[src/verilog/vec_config.svh]
// Vector accelerator configuration
// Lane count, element width, register count and vector length limits

`ifndef VEC_CONFIG_SVH
`define VEC_CONFIG_SVH

////////////////////////////////////////////////////////////////////////////
// Lane geometry
////////////////////////////////////////////////////////////////////////////

// Number of parallel lanes
// At least one lane, a power of two, and no larger than VEC_VLMAX
`define VEC_NR_LANES 4

// Element width in bits
`define VEC_ELEN 32

////////////////////////////////////////////////////////////////////////////
// Register file
////////////////////////////////////////////////////////////////////////////

// Architectural vector registers
`define VEC_NR_VREGS 8

// Maximum vector length in elements
// Must be a multiple of VEC_NR_LANES
`define VEC_VLMAX 16

// Rows held by each lane
// Element i sits at row i / VEC_NR_LANES
`define VEC_ROWS (`VEC_VLMAX / `VEC_NR_LANES)

`endif
[src/verilog/vec_isa_pkg.sv]
// Vector accelerator instruction-level types
// Shared by the host port, the dispatcher and the sequencer

`include "vec_config.svh"

package vec_isa_pkg;

  // Supported instructions
  typedef enum logic [2:0] {
    VSETVL   = 3'd0,
    VMV_V_X  = 3'd1,
    VADD_VV  = 3'd2,
    VADD_VX  = 3'd3,
    VAND_VV  = 3'd4,
    VCPOP    = 3'd5,
    VEXT_X_V = 3'd6
  } vec_op_e;

  typedef logic [`VEC_ELEN-1:0]               elem_t;
  typedef logic [$clog2(`VEC_NR_VREGS)-1:0]   vreg_t;
  // Holds 0 up to and including VLMAX
  typedef logic [$clog2(`VEC_VLMAX + 1)-1:0]  vlen_t;

  // Request from the host
  typedef struct packed {
    vec_op_e op;
    vreg_t   vd;
    vreg_t   vs1;
    vreg_t   vs2;
    elem_t   scalar;
  } acc_req_t;

  typedef struct packed {
    elem_t result;
  } acc_resp_t;

  // Host request with the current vector length attached
  typedef struct packed {
    vec_op_e op;
    vreg_t   vd;
    vreg_t   vs1;
    vreg_t   vs2;
    elem_t   scalar;
    vlen_t   vl;
  } ara_req_t;

endpackage

[src/verilog/vec_lane_pkg.sv]
// Vector accelerator lane-side types
// Traffic between the sequencer, the lanes and the mask unit

`include "vec_config.svh"

package vec_lane_pkg;

  import vec_isa_pkg::*;

  // Row index inside one lane
  typedef logic [$clog2(`VEC_ROWS)-1:0] row_t;

  // Broadcast request from the sequencer
  typedef struct packed {
    vec_op_e op;
    vreg_t   vd;
    vreg_t   vs1;
    vreg_t   vs2;
    elem_t   scalar;
    vlen_t   vl;
  } pe_req_t;

  // One element sent from a lane to the mask unit
  // The lane index is implied by the port it arrives on
  typedef struct packed {
    elem_t elem;
    row_t  row;
  } mask_opnd_t;

endpackage

[src/verilog/vec_sequencer.sv]
// Vector sequencer
// Broadcasts each instruction to the lanes and mask unit, then waits for completion

`timescale 1ns/1ps
`include "vec_config.svh"

module vec_sequencer import vec_isa_pkg::*, vec_lane_pkg::*; (
  input  logic                     clk_i,
  input  logic                     rst_i,
  // Dispatcher
  input  ara_req_t                 ara_req_i,
  input  logic                     ara_req_valid_i,
  output logic                     ara_resp_valid_o,
  output elem_t                    ara_resp_result_o,
  // Lanes and mask unit
  output pe_req_t                  pe_req_o,
  output logic                     pe_req_valid_o,
  input  logic [`VEC_NR_LANES-1:0] lane_done_i,
  input  logic                     masku_done_i,
  input  elem_t                    result_scalar_i
);

  pe_req_t                  pe_req_q;
  logic                     pe_req_valid_q;
  logic                     busy_q;
  logic [`VEC_NR_LANES-1:0] done_q;
  logic [`VEC_NR_LANES-1:0] done_seen;
  logic                     resp_valid_q;
  elem_t                    resp_result_q;
  logic                     is_mask_op;
  logic                     finish;

  // Sticky done bits with this cycle's pulses included
  assign done_seen = done_q | lane_done_i;

  // Scalar results come from the mask unit
  assign is_mask_op = pe_req_q.op inside {VCPOP, VEXT_X_V};

  assign finish = busy_q & (is_mask_op ? masku_done_i : &done_seen);

  ////////////////////////////////////////////////////////////////////////////
  // Control
  ////////////////////////////////////////////////////////////////////////////

  always_ff @(posedge clk_i) begin
    if (rst_i) begin
      pe_req_valid_q <= 1'b0;
      busy_q         <= 1'b0;
      done_q         <= '0;
      resp_valid_q   <= 1'b0;
    end else begin
      // Broadcast for exactly one cycle
      pe_req_valid_q <= ara_req_valid_i;
      resp_valid_q   <= finish;
      if (ara_req_valid_i) begin
        busy_q <= 1'b1;
        done_q <= '0;
      end else if (busy_q) begin
        busy_q <= ~finish;
        done_q <= done_seen;
      end
    end
  end

  always_ff @(posedge clk_i) begin
    if (ara_req_valid_i) begin
      pe_req_q <= '{op: ara_req_i.op, vd: ara_req_i.vd, vs1: ara_req_i.vs1,
                    vs2: ara_req_i.vs2, scalar: ara_req_i.scalar, vl: ara_req_i.vl};
    end
    if (finish) begin
      // Vector operations answer with zero
      resp_result_q <= is_mask_op ? result_scalar_i : '0;
    end
  end

  assign pe_req_o          = pe_req_q;
  assign pe_req_valid_o    = pe_req_valid_q;
  assign ara_resp_valid_o  = resp_valid_q;
  assign ara_resp_result_o = resp_result_q;

endmodule

[config.mk]
export PLATFORM = sky130hd
export DESIGN_NAME = vec_sequencer
export DESIGN_NICKNAME = d
export VERILOG_FILES = /design/src/verilog/vec_isa_pkg.sv /design/src/verilog/vec_lane_pkg.sv /design/src/verilog/vec_sequencer.sv
export VERILOG_INCLUDE_DIRS = /design/src /design/src/verilog
export SDC_FILE = /design/constraint.sdc
export NUM_CORES = 1
export LEC_CHECK = 0
export ABC_AREA = 1
export BUFFER_PORTS_ARGS = -buffer_cell sky130_fd_sc_hd__buf_2
export CORE_ASPECT_RATIO = 0.5
export CORE_MARGIN = 10
export CORE_UTILIZATION = 47
export DETAILED_ROUTE_END_ITERATION = 8
export GPL_ROUTABILITY_DRIVEN = 0
export PLACE_DENSITY = 0.85
export SYNTH_ARGS = -nofsm -noshare
export SYNTH_HDL_FRONTEND = slang
export SYNTH_SLANG_ARGS = --single-unit
[constraint.sdc]
create_clock -name clk_i -period 4.7 [get_ports clk_i]
set_clock_uncertainty 0.05 [all_clocks]
set_input_delay 0.705 -clock clk_i [delete_from_list [all_inputs] [get_ports clk_i]]
set_output_delay 0.705 -clock clk_i [all_outputs]
set_load 0.1 [all_outputs]
== Word-level counts from Yosys, hierarchy flattened ==
Cells that the tools add are included.
Storage, ports and cells
  output and inout port bits: 83
  input port bits: 89
  register bits: 88
  logic and storage cells: 22
Operators by class
  mux-type cells: 3
  bitwise logic cells: 3
  eq/ne operators: 2
  reductions and logical operators: 3
Operator list (count)
  $eq 3x3->1 const B: 2
  $or 4x4->4: 1
  $reduce_and 4->1: 1
  $mux 1: 3
  $reduce_bool 2->1: 1
  $reduce_or 2->1: 1
  $and 1x1->1: 1
  $not 1->1: 1

== Longest topological paths before layout ==
Gate-level depths: netlist of the first run.
  depth after elaboration: 7
  gate-level depth with buffers: 6
  gate-level depth less buffers: 6

== Worst setup path after synthesis of the first run ==
OpenSTA, ideal clock, no wires.
  path type: reg-to-reg
  from: register pe_req_q, in the netlist pe_req_o[46]
  to: register resp_result_q[0], in the netlist ara_resp_result_o[0], enable pin
  clock period less this slack: 3.321 ns
  library setup time: 0.421 ns
  cell stages (with the launch flop): 7
  path buffers: 0
  arrival time: 2.850 ns
  setup slack: 1.379 ns
  data required time: 4.229 ns
  path through: edfxtp_1 > inv_1 > nand2_2 > nand3_4 > nand2_1 > nand2_1 > nor2_1
Between the ends
  longest elaborated chain between the ends: 4
  elaborated cells between the ends (all ways): 5
  those cells by class: eq/ne (2); mux (1); bitwise (1); reduce/logical (1)
RTL lines
  from (decl): RTL line vec_sequencer.sv:23  | pe_req_t pe_req_q;
  from (signal assigned): RTL line vec_sequencer.sv:67  | pe_req_q <= '{op: ara_req_i.op, vd: ara_req_i.vd, vs1: ara_req_i.vs1,
  $eq 3x3->1: RTL line vec_sequencer.sv:37  | assign is_mask_op = pe_req_q.op inside {VCPOP, VEXT_X_V};
  $reduce_bool 2->1 (*): RTL line vec_sequencer.sv:37
  $mux 1 (*): RTL line vec_sequencer.sv:39  | assign finish = busy_q & (is_mask_op ? masku_done_i : &done_seen);
  $and 1x1->1 (*): RTL line vec_sequencer.sv:39
  via finish: RTL line vec_sequencer.sv:31  | logic finish;
  to (signal assigned): RTL line vec_sequencer.sv:72  | resp_result_q <= is_mask_op ? result_scalar_i : '0;
  to (decl): RTL line vec_sequencer.sv:29  | elem_t resp_result_q;
The timed path passes the listed nets; every way through them passes the cells marked *.
A chain may end at the register's enable or synchronous reset.

== Worst setup path after layout of the first run ==
  from: register pe_req_q, in the netlist pe_req_o[46]
  to: register resp_result_q[19], in the netlist ara_resp_result_o[19], enable pin
Same word-level chain as after synthesis.

==> results.py, run 1 <==
metrics = {
    "status": {
        "outcome": "finished, final reports clean",
    },
    "power_and_ir_drop": {
        "power.internal_mw": 1.33,
        "share_comb_of_total_power": 0.242,
        "pwr-share-clk": 0.298,
        "net-switching-power_mw": 0.693,
        "power_density_nw_per_um2": 478,
        "power_leakage_nw": 1.98,
        "pwr-share-seq": 0.460,
        "power.ir.vdd_worst_mv": 0.325,
        "power.share.switching": 0.342,
    },
    "clocking": {
        "clock-root-buffer": "clkbuf_16",
        "post_cts_resized": 0,
        "cts_num_sinks": 88,
        "clock_insertion_delay_worst_skew_ns": 0.33,
        "cts_tree": "done",
        "cts.reportedPaths.clkPinSlew_ns": 0.06,
        "tritoncts.num_buffers": 9,
        "htreeDepth": 3,
        "cts_setup_buffers": 0,
        "postCtsHoldBufs": 0,
        "cts_max_path_buffers": 2,
    },
    "logic_synthesis": {
        "yosys.cell_types.count": 14,
        "ys_top_cells_by_count": "edfxtp_1, inv_1, nor2_1",
        "synth.net_count": 281,
        "synth.ff_latch_count": 88,
        "synth_most_common_cell": "edfxtp_1",
        "synth_enable_flop_cells": 81,
        "post-synth-top-area-cell": "edfxtp_1",
        "synth.avg_cell_area_um2": 15.9,
        "netlist.area_leader.share": 0.798,
        "mappedNetlistArea_um2": 3050,
        "synthArstFlopShare": 0,
        "synth.yosys.warnings": 0,
        "post_synth_inst_count": 192,
        "yosysSeqAreaShare": 0.844,
        "synth.area.top_cells": "edfxtp_1, inv_1, dfxtp_1, nor2_1, nor2_2",
        "synth_ff_type": "edfxtp_1",
    },
    "detailed_routing": {
        "final_antenna_net_count": 0,
        "detailroute.via_count": 2046,
        "post_drt_via_cell_ratio": 4.40,
        "drt-initial-drc-count": 87,
        "drt_pre_antenna_iters": 4,
        "wire_per_inst_um": 16.6,
        "route.final.wire_length_um": 7720,
        "remaining_drc_errors": 0,
    },
    "sta": {
        "fin_hold_ws_ns": 0.449,
        "final_min_period_over_clock_period": 0.439,
        "setup-tns-final_ns": 0,
        "timing_hold_violations_final": 0,
        "worstMarginPinSlew_ns": 1.09,
        "slew_headroom": 0.276,
        "number_of_failing_setup_endpoints_in_the_final_timing_report": 0,
        "setup_repair_after_global_routing_missed_its_margin": "no",
        "fmax_mhz": 485,
        "finalMaxSlewViolations": 0,
        "finalCriticalPeriod_ns": 2.06,
    },
    "global_route": {
        "grt_antenna_before_repair": 0,
        "grt_use_total": 0.148,
        "grt_remaining_overflow": 0,
        "first_pass_grt_wire_length_um": 11800,
        "number_of_global_route_vias_before_repair": 2280,
        "grt_max_degree": 52,
    },
    "floorplanning": {
        "initial_utilization": 0.493,
        "area_of_the_die_um2": 10300,
        "boundaryPins": 172,
        "core_area_um2": 6180,
        "die_w_um": 134,
        "die_h_um": 76.9,
        "core.rowCount": 20,
    },
    "worst_hold_path": {
        "worst_min_path_class": "reg -> reg",
        "hold_start": "done_q[1]$_SDFFE_PP0P_",
        "hold_path_end": "done_q[1]$_SDFFE_PP0P_",
        "hold-path-cell-count": 2,
    },
    "critical_path": {
        "timing.setup.critical_path_class": "reg -> reg",
        "r2r_setup_slack_ns": 2.64,
        "timing.rr.start": "pe_req_o[46]$_DFFE_PP_",
        "setup.worst_path.start_class": "register",
        "timing.critical_path.required_ns": 4.63,
        "crit_arrival_ns": 1.99,
        "cp_max_fo": 34,
        "critPathCaptureType": "register",
        "worst_path_max_delay_cell": "edfxtp_1",
        "delay_contributed_by_the_slowest_stage_of_the_critical_path_ns": 0.40,
        "regToRegEndpoint": "ara_resp_result_o[19]$_SDFFCE_PN0P_",
        "timing.critical_path.mode_cell": "nand2_1",
        "crit_path_cell_trace": "nand2_1 > nand3_4 > nand2_1 > nand2_1 > nor2_2 > buf_4",
        "number_of_cells_on_the_worst_reg_to_reg_path": 6,
    },
    "finish": {
        "net_count_of_the_finished_layout": 461,
        "synthToLayoutAreaGrowth_pct": 39.3,
        "number_of_inserted_diodes": 0,
        "final-instance-count-excl-fill": 465,
        "final_layout_size_suffix_gt1_frac": 0.525,
        "filler_cell_count": 483,
    },
    "run": {
        "number_of_max_cap_violations": 0,
    },
    "placement": {
        "placement.io_buffers": 171,
        "detailedPlacementHpwl_um": 6220,
        "place.detailed.instances": 449,
    },
}
cell type report:
cell class | count | area, um2 | area share
Clock buffer | 10 | 229 | 0.0540
Clock inverter | 6 | 26.3 | 0.00619
Multi-Input combinational cell | 62 | 297 | 0.0699
Tap cell | 88 | 110 | 0.0259
Inverter | 39 | 146 | 0.0345
Timing Repair Buffer | 172 | 863 | 0.203
Sequential cell | 88 | 2570 | 0.606
sequential cells by signal, summed over array words and instances, names as in the netlist:
name / cells
pe_req_o: 49
ara_resp_result_o: 32
done_q: 4
ara_resp_valid_o: 1
busy_q: 1
pe_req_valid_o: 1
stage by stage:
step	total power, mW	setup slack, ns	cell area (um2)	utilization
after detailed placement	1.44	2.63	3990	0.645
after CTS	2.05	2.63	4240	0.687
final	2.03	2.64	4240	0.687
after floorplan	1.34	1.38	3050	-
after global routing	2.09	2.45	4240	0.687
after global placement	1.43	2.72	3990	0.645
critical path, delay by kind of cell (launching register included):
kind / cells / cell delay, ns
and+or+nand+nor: 5 / 0.88
DFF: 1 / 0.40
buffers and inverters: 1 / 0.36
routing by layer:
| metal | track usage | routed length (um) | vias to the layer above |
|---|---|---|---|
| met5 | 0 | 0 | - |
| met4 | 0.0842 | 261 | 0 |
| met3 | 0.0702 | 676 | 23 |
| met2 | 0.281 | 4340 | 95 |
| met1 | 0.121 | 2450 | 937 |
| li1 | - | - | 991 |
power by group through the flow:
stage / Clock (mW) / Sequential, mW / Combinational [mW]
after floorplan: 0 / 1.30 / 0.0441
after global placement: 0 / 0.945 / 0.487
after detailed placement: 0 / 0.948 / 0.493
after CTS: 0.620 / 0.932 / 0.494
after global routing: 0.649 / 0.936 / 0.509
final: 0.604 / 0.931 / 0.491
placed cells by master (no fill, tap or decap):
| master | count |
|---|---|
| clkbuf_1 | 1 |
| nand3_4 | 1 |
| nand3_1 | 2 |
| nor2_1 | 35 |
| a21oi_1 | 4 |
| nor2_2 | 10 |
| clkinv_2 | 3 |
| nand4_1 | 2 |
| inv_1 | 39 |
| clkbuf_16 | 9 |
| nor2_4 | 1 |
| dfxtp_1 | 7 |
| edfxtp_1 | 81 |
| nand2_1 | 5 |
| clkinv_1 | 3 |
| buf_2 | 171 |
| or2_2 | 1 |
| buf_4 | 1 |
| nand2_2 | 1 |
worst max-delay path by stage:
stage,start,to,slack (ns),depth (start not counted)
detailed placement,pe_req_o[46]$_DFFE_PP_,ara_resp_result_o[12]$_SDFFCE_PN0P_,2.63,6
CTS,pe_req_o[46]$_DFFE_PP_,ara_resp_result_o[12]$_SDFFCE_PN0P_,2.63,6
global route,pe_req_o[46]$_DFFE_PP_,ara_resp_result_o[12]$_SDFFCE_PN0P_,2.45,6
finish,pe_req_o[46]$_DFFE_PP_,ara_resp_result_o[19]$_SDFFCE_PN0P_,2.64,6
floorplan,pe_req_o[46]$_DFFE_PP_,ara_resp_result_o[0]$_SDFFCE_PN0P_,1.38,6
global placement,lane_done_i[3],ara_resp_result_o[12]$_SDFFCE_PN0P_,2.72,8
cell families after synthesis:
group	synth area share
AOI/OAI and AO/OA	0.00657
DFF	0.844
buffers and inverters	0.0591
and+or+nand+nor	0.0899
Note: power is estimated with default switching activity, not from simulation.
==> inputs of run 2 (changes only) <==
CORE_UTILIZATION = 43   (was 47)
PLACE_DENSITY = 0.78   (was 0.85)
clock period = 2.1 ns   (was 4.7 ns; I/O delays follow)
==> results.py, run 2 (same netlist as run 1, synthesis figures left out) <==
metrics = {
    "power_and_ir_drop": {
        "net-switching-power_mw": 1.55,
        "power_density_nw_per_um2": 1060,
        "pwr-share-clk": 0.297,
        "power.share.switching": 0.341,
        "power.ir.vdd_worst_mv": 0.655,
        "share_comb_of_total_power": 0.243,
        "power.internal_mw": 2.98,
        "power_leakage_nw": 1.99,
        "pwr-share-seq": 0.460,
    },
    "sta": {
        "worstMarginPinSlew_ns": 0.514,
        "finalCriticalPeriod_ns": 1.65,
        "finalMaxSlewViolations": 0,
        "fmax_mhz": 607,
        "setup_repair_after_global_routing_missed_its_margin": "no",
        "final_min_period_over_clock_period": 0.784,
        "slew_headroom": 0.659,
        "setup-tns-final_ns": 0,
        "number_of_failing_setup_endpoints_in_the_final_timing_report": 0,
        "timing_hold_violations_final": 0,
    },
    "clocking": {
        "cts_tree": "done",
        "postCtsHoldBufs": 0,
        "cts_max_path_buffers": 2,
        "post_cts_resized": 0,
        "clock-root-buffer": "clkbuf_16",
        "cts_num_sinks": 88,
        "tritoncts.num_buffers": 9,
        "cts_setup_buffers": 0,
        "cts.reportedPaths.clkPinSlew_ns": 0.06,
        "clock_insertion_delay_worst_skew_ns": 0.32,
        "htreeDepth": 3,
    },
    "worst_hold_path": {
        "hold_start": "ara_req_i[38]",
        "worst_min_path_class": "in -> reg",
    },
    "global_route": {
        "grt_use_total": 0.135,
        "number_of_global_route_vias_before_repair": 2330,
        "first_pass_grt_wire_length_um": 11800,
        "grt_max_degree": 34,
        "grt_remaining_overflow": 0,
        "grt_antenna_before_repair": 0,
    },
    "finish": {
        "final_layout_size_suffix_gt1_frac": 0.538,
        "filler_cell_count": 554,
        "finished_layout_cell_area_um2": 4280,
        "final-instance-count-excl-fill": 471,
        "number_of_inserted_diodes": 0,
        "multi_input_gate_area_um2": 307,
        "net_count_of_the_finished_layout": 464,
        "regArea_um2": 2570,
        "most_common_cell_after_layout_fill_and_taps_aside": "buf_2",
        "most_frequent_cells_in_the_layout": "buf_2, edfxtp_1, inv_1, nor2_1",
        "largest_register_ff_count": 49,
        "synthToLayoutAreaGrowth_pct": 40.5,
    },
    "critical_path": {
        "crit_arrival_ns": 1.58,
        "timing.rr.start": "pe_req_o[46]$_DFFE_PP_",
        "cp_max_fo": 32,
        "setup.worst_path.start_class": "register",
        "critPathCaptureType": "register",
        "crit_buf_inv": 1,
        "delay_contributed_by_the_slowest_stage_of_the_critical_path_ns": 0.41,
        "crit_path_cell_trace": "nand2_1 > nand3_4 > nand2_2 > nand2_2 > nor2_4 > buf_4",
        "worst_path_max_delay_cell": "edfxtp_1",
        "timing.critical_path.mode_cell": "nand2_2",
        "timing.critical_path.required_ns": 2.03,
        "critical_path.startpoint": "pe_req_o[46]$_DFFE_PP_",
        "family_with_the_most_delay_on_the_worst_path": "simple AND/OR/NAND/NOR gates",
        "timing.setup.critical_path_class": "reg -> reg",
    },
    "detailed_routing": {
        "final_antenna_net_count": 0,
        "route.final.wire_length_um": 7610,
        "detailroute.via_count": 2041,
        "drt-initial-drc-count": 103,
        "remaining_drc_errors": 0,
        "post_drt_via_cell_ratio": 4.33,
        "drt_pre_antenna_iters": 4,
        "wire_per_inst_um": 16.1,
    },
    "floorplanning": {
        "core.rowCount": 21,
        "core_area_um2": 6780,
        "boundaryPins": 172,
        "initial_utilization": 0.449,
        "die_h_um": 79.5,
        "die_w_um": 139,
        "area_of_the_die_um2": 11100,
    },
    "status": {
        "outcome": "finished, final reports clean",
    },
    "placement": {
        "post_place_instance_area_um2": 4030,
        "detailedPlacementHpwl_um": 6240,
        "placement.io_buffers": 171,
        "place.detailed.instances": 456,
    },
    "run": {
        "number_of_max_cap_violations": 0,
    },
}
-- run 2: power by group through the flow --
stage	Sequential (mW)	Combinational [mW]	Clock [mW]
after detailed placement	2.12	1.11	0
after floorplan	2.90	0.104	0
after global routing	2.09	1.14	1.46
final	2.08	1.10	1.34
after global placement	2.11	1.10	0
after CTS	2.09	1.11	1.38
-- run 2: worst paths after layout --
check,slack [ns],cells past startpoint,to
max,0.45,6,ara_resp_result_o[30]$_SDFFCE_PN0P_
min,0.11,1,pe_req_o[38]$_DFFE_PP_
max reg2reg,0.45,6,ara_resp_result_o[30]$_SDFFCE_PN0P_
min reg2reg,0.42,2,done_q[1]$_SDFFE_PP0P_
-- run 2: metal layers --
metal / vias up / routed length [um] / global-route usage
li1: 999 / - / -
met1: 957 / 2360 / 0.111
met2: 72 / 4490 / 0.278
met3: 13 / 612 / 0.0618
met4: 0 / 141 / 0.0528
met5: - / 0 / 0
-- run 2: through the flow --
step,power [mW],worst slack (ns),utilization,hold WS (ns)
after detailed placement,3.23,0.422,0.594,0.409
final,4.53,0.453,0.631,0.113
after CTS,4.58,0.429,0.631,0.103
after floorplan,3.00,-0.349,-,0.347
after global routing,4.70,0.325,0.631,0.100
after global placement,3.21,0.473,0.594,0.397
-- run 2: layout make-up --
cell class / count / share of cell area
multi-input cells: 62 / 0.0716
well taps: 92 / 0.0269
clock buffers: 9 / 0.0526
flip-flops and latches: 88 / 0.601
inverters: 39 / 0.0342
repair buffers: 175 / 0.207
clock inverters: 6 / 0.00643
==> inputs of run 3 (changes only) <==
clock period = 1.6 ns   (was 2.1 ns; I/O delays follow)
==> results.py, run 3 (same netlist as run 1, synthesis figures left out) <==
metrics = {
    "finish": {
        "net_count_of_the_finished_layout": 465,
        "number_of_inserted_diodes": 0,
        "most_frequent_cells_in_the_layout": "buf_2, edfxtp_1, inv_1, nor2_1",
        "final_util": 0.643,
        "synthToLayoutAreaGrowth_pct": 43.0,
        "filler_cell_count": 522,
        "final_layout_size_suffix_gt1_frac": 0.543,
        "finished_layout_cell_area_um2": 4360,
        "largest_register_ff_count": 49,
        "most_common_cell_after_layout_fill_and_taps_aside": "buf_2",
    },
    "global_route": {
        "grt_antenna_before_repair": 0,
        "grt_max_degree": 34,
        "grt_use_total": 0.132,
        "first_pass_grt_wire_length_um": 11500,
        "grt_remaining_overflow": 0,
        "number_of_global_route_vias_before_repair": 2297,
    },
    "power_and_ir_drop": {
        "power_leakage_nw": 2.02,
        "power_density_nw_per_um2": 1440,
        "power.ir.vdd_worst_mv": 0.853,
        "finalPower_mw": 6.30,
    },
    "sta": {
        "worstMarginPinSlew_ns": 0.512,
        "setup_repair_after_global_routing_missed_its_margin": "no",
        "slew_headroom": 0.661,
        "timing_hold_violations_final": 0,
        "finalMaxSlewViolations": 0,
        "fin_hold_ws_ns": 0.0384,
        "fmax_mhz": 669,
        "final_min_period_over_clock_period": 0.935,
        "number_of_failing_setup_endpoints_in_the_final_timing_report": 0,
        "finalCriticalPeriod_ns": 1.50,
    },
    "clocking": {
        "cts_setup_buffers": 0,
        "cts.reportedPaths.clkPinSlew_ns": 0.06,
        "clock-root-buffer": "clkbuf_16",
        "clock_insertion_delay_worst_skew_ns": 0.32,
        "cts_num_sinks": 88,
        "postCtsHoldBufs": 0,
        "post_cts_resized": 0,
        "cts_max_path_buffers": 2,
        "tritoncts.num_buffers": 9,
        "htreeDepth": 3,
        "cts_tree": "done",
    },
    "critical_path": {
        "crit_arrival_ns": 1.21,
        "worst_path_max_delay_cell": "buf_2",
        "setup.worst_path.start_class": "register",
        "crit_path_cell_trace": "buf_2",
        "crit_buf_inv": 1,
        "timing.setup.critical_path_class": "reg -> out",
        "r2r_setup_slack_ns": 0.13,
        "cp_max_fo": 4,
        "family_with_the_most_delay_on_the_worst_path": "buffers and inverters",
        "timing.critical_path.required_ns": 1.31,
        "critPathCaptureType": "output pin",
        "number_of_cells_on_the_worst_reg_to_reg_path": 6,
        "cp.depth": 1,
        "delay_contributed_by_the_slowest_stage_of_the_critical_path_ns": 0.46,
    },
    "placement": {
        "placement.io_buffers": 171,
        "post_place_instance_area_um2": 4050,
        "detailedPlacementHpwl_um": 6160,
    },
    "floorplanning": {
        "die_w_um": 139,
        "initial_utilization": 0.449,
        "core.rowCount": 21,
        "area_of_the_die_um2": 11100,
        "core_area_um2": 6780,
        "die_h_um": 79.5,
        "boundaryPins": 172,
    },
    "status": {
        "outcome": "finished, final reports clean",
    },
    "detailed_routing": {
        "wire_per_inst_um": 15.7,
        "drt-initial-drc-count": 87,
        "remaining_drc_errors": 0,
        "post_drt_via_cell_ratio": 4.30,
        "detailroute.via_count": 2034,
        "final_antenna_net_count": 0,
        "drt_pre_antenna_iters": 4,
        "route.final.wire_length_um": 7440,
    },
    "worst_hold_path": {
        "worst_min_path_class": "in -> reg",
        "hold-path-cell-count": 1,
    },
    "run": {
        "number_of_max_cap_violations": 0,
    },
}
==> run 3: metrics by stage <==
| step | worst slack, ns | setup TNS [ns] | cells |
|---|---|---|---|
| 2_1_floorplan | -0.849 | -36.69 | 192 |
| 3_3_place_gp | 0.175 | 0 | 457 |
| 3_5_place_dp | 0.129 | 0 | 457 |
| 4_1_cts | 0.0866 | 0 | 473 |
| 5_1_grt | 0.0200 | 0 | 473 |
| 6_report | 0.105 | 0 | 473 |
==> run 3: layout make-up <==
| cell class | count | area, um2 | share of cell area |
|---|---|---|---|
| Tap cell | 92 | 115 | 0.0264 |
| Multi-Input combinational cell | 62 | 307 | 0.0703 |
| Inverter | 39 | 146 | 0.0336 |
| Sequential cell | 88 | 2570 | 0.590 |
| Timing Repair Buffer | 176 | 906 | 0.208 |
| Clock buffer | 9 | 225 | 0.0517 |
| Clock inverter | 7 | 86.3 | 0.0198 |
==> run 3: worst paths after layout <==
check | to | start
hold / removal | pe_req_o[20]$_DFFE_PP_ | ara_req_i[20]
hold reg to reg | done_q[0]$_SDFFE_PP0P_ | done_q[0]$_SDFFE_PP0P_
setup / recovery | pe_req_o[48] | pe_req_o[48]$_DFFE_PP_
setup reg to reg | ara_resp_result_o[11]$_SDFFCE_PN0P_ | pe_req_o[46]$_DFFE_PP_
==> run 3: per-layer routing <==
metal / vias to the layer above / track usage / share of wire
li1: 1000 / - / -
met1: 957 / 0.115 / 0.32
met2: 68 / 0.262 / 0.59
met5: - / 0 / 0
met4: 0 / 0.0487 / 0.012
met3: 9 / 0.0624 / 0.077
==> run 3: where the power goes <==
group	internal [mW]	switching (mW)	total [mW]
Sequential	2.69	0.0439	2.73
Combinational	0.217	1.24	1.45
Clock	1.35	0.760	2.11
Total	4.26	2.04	6.30
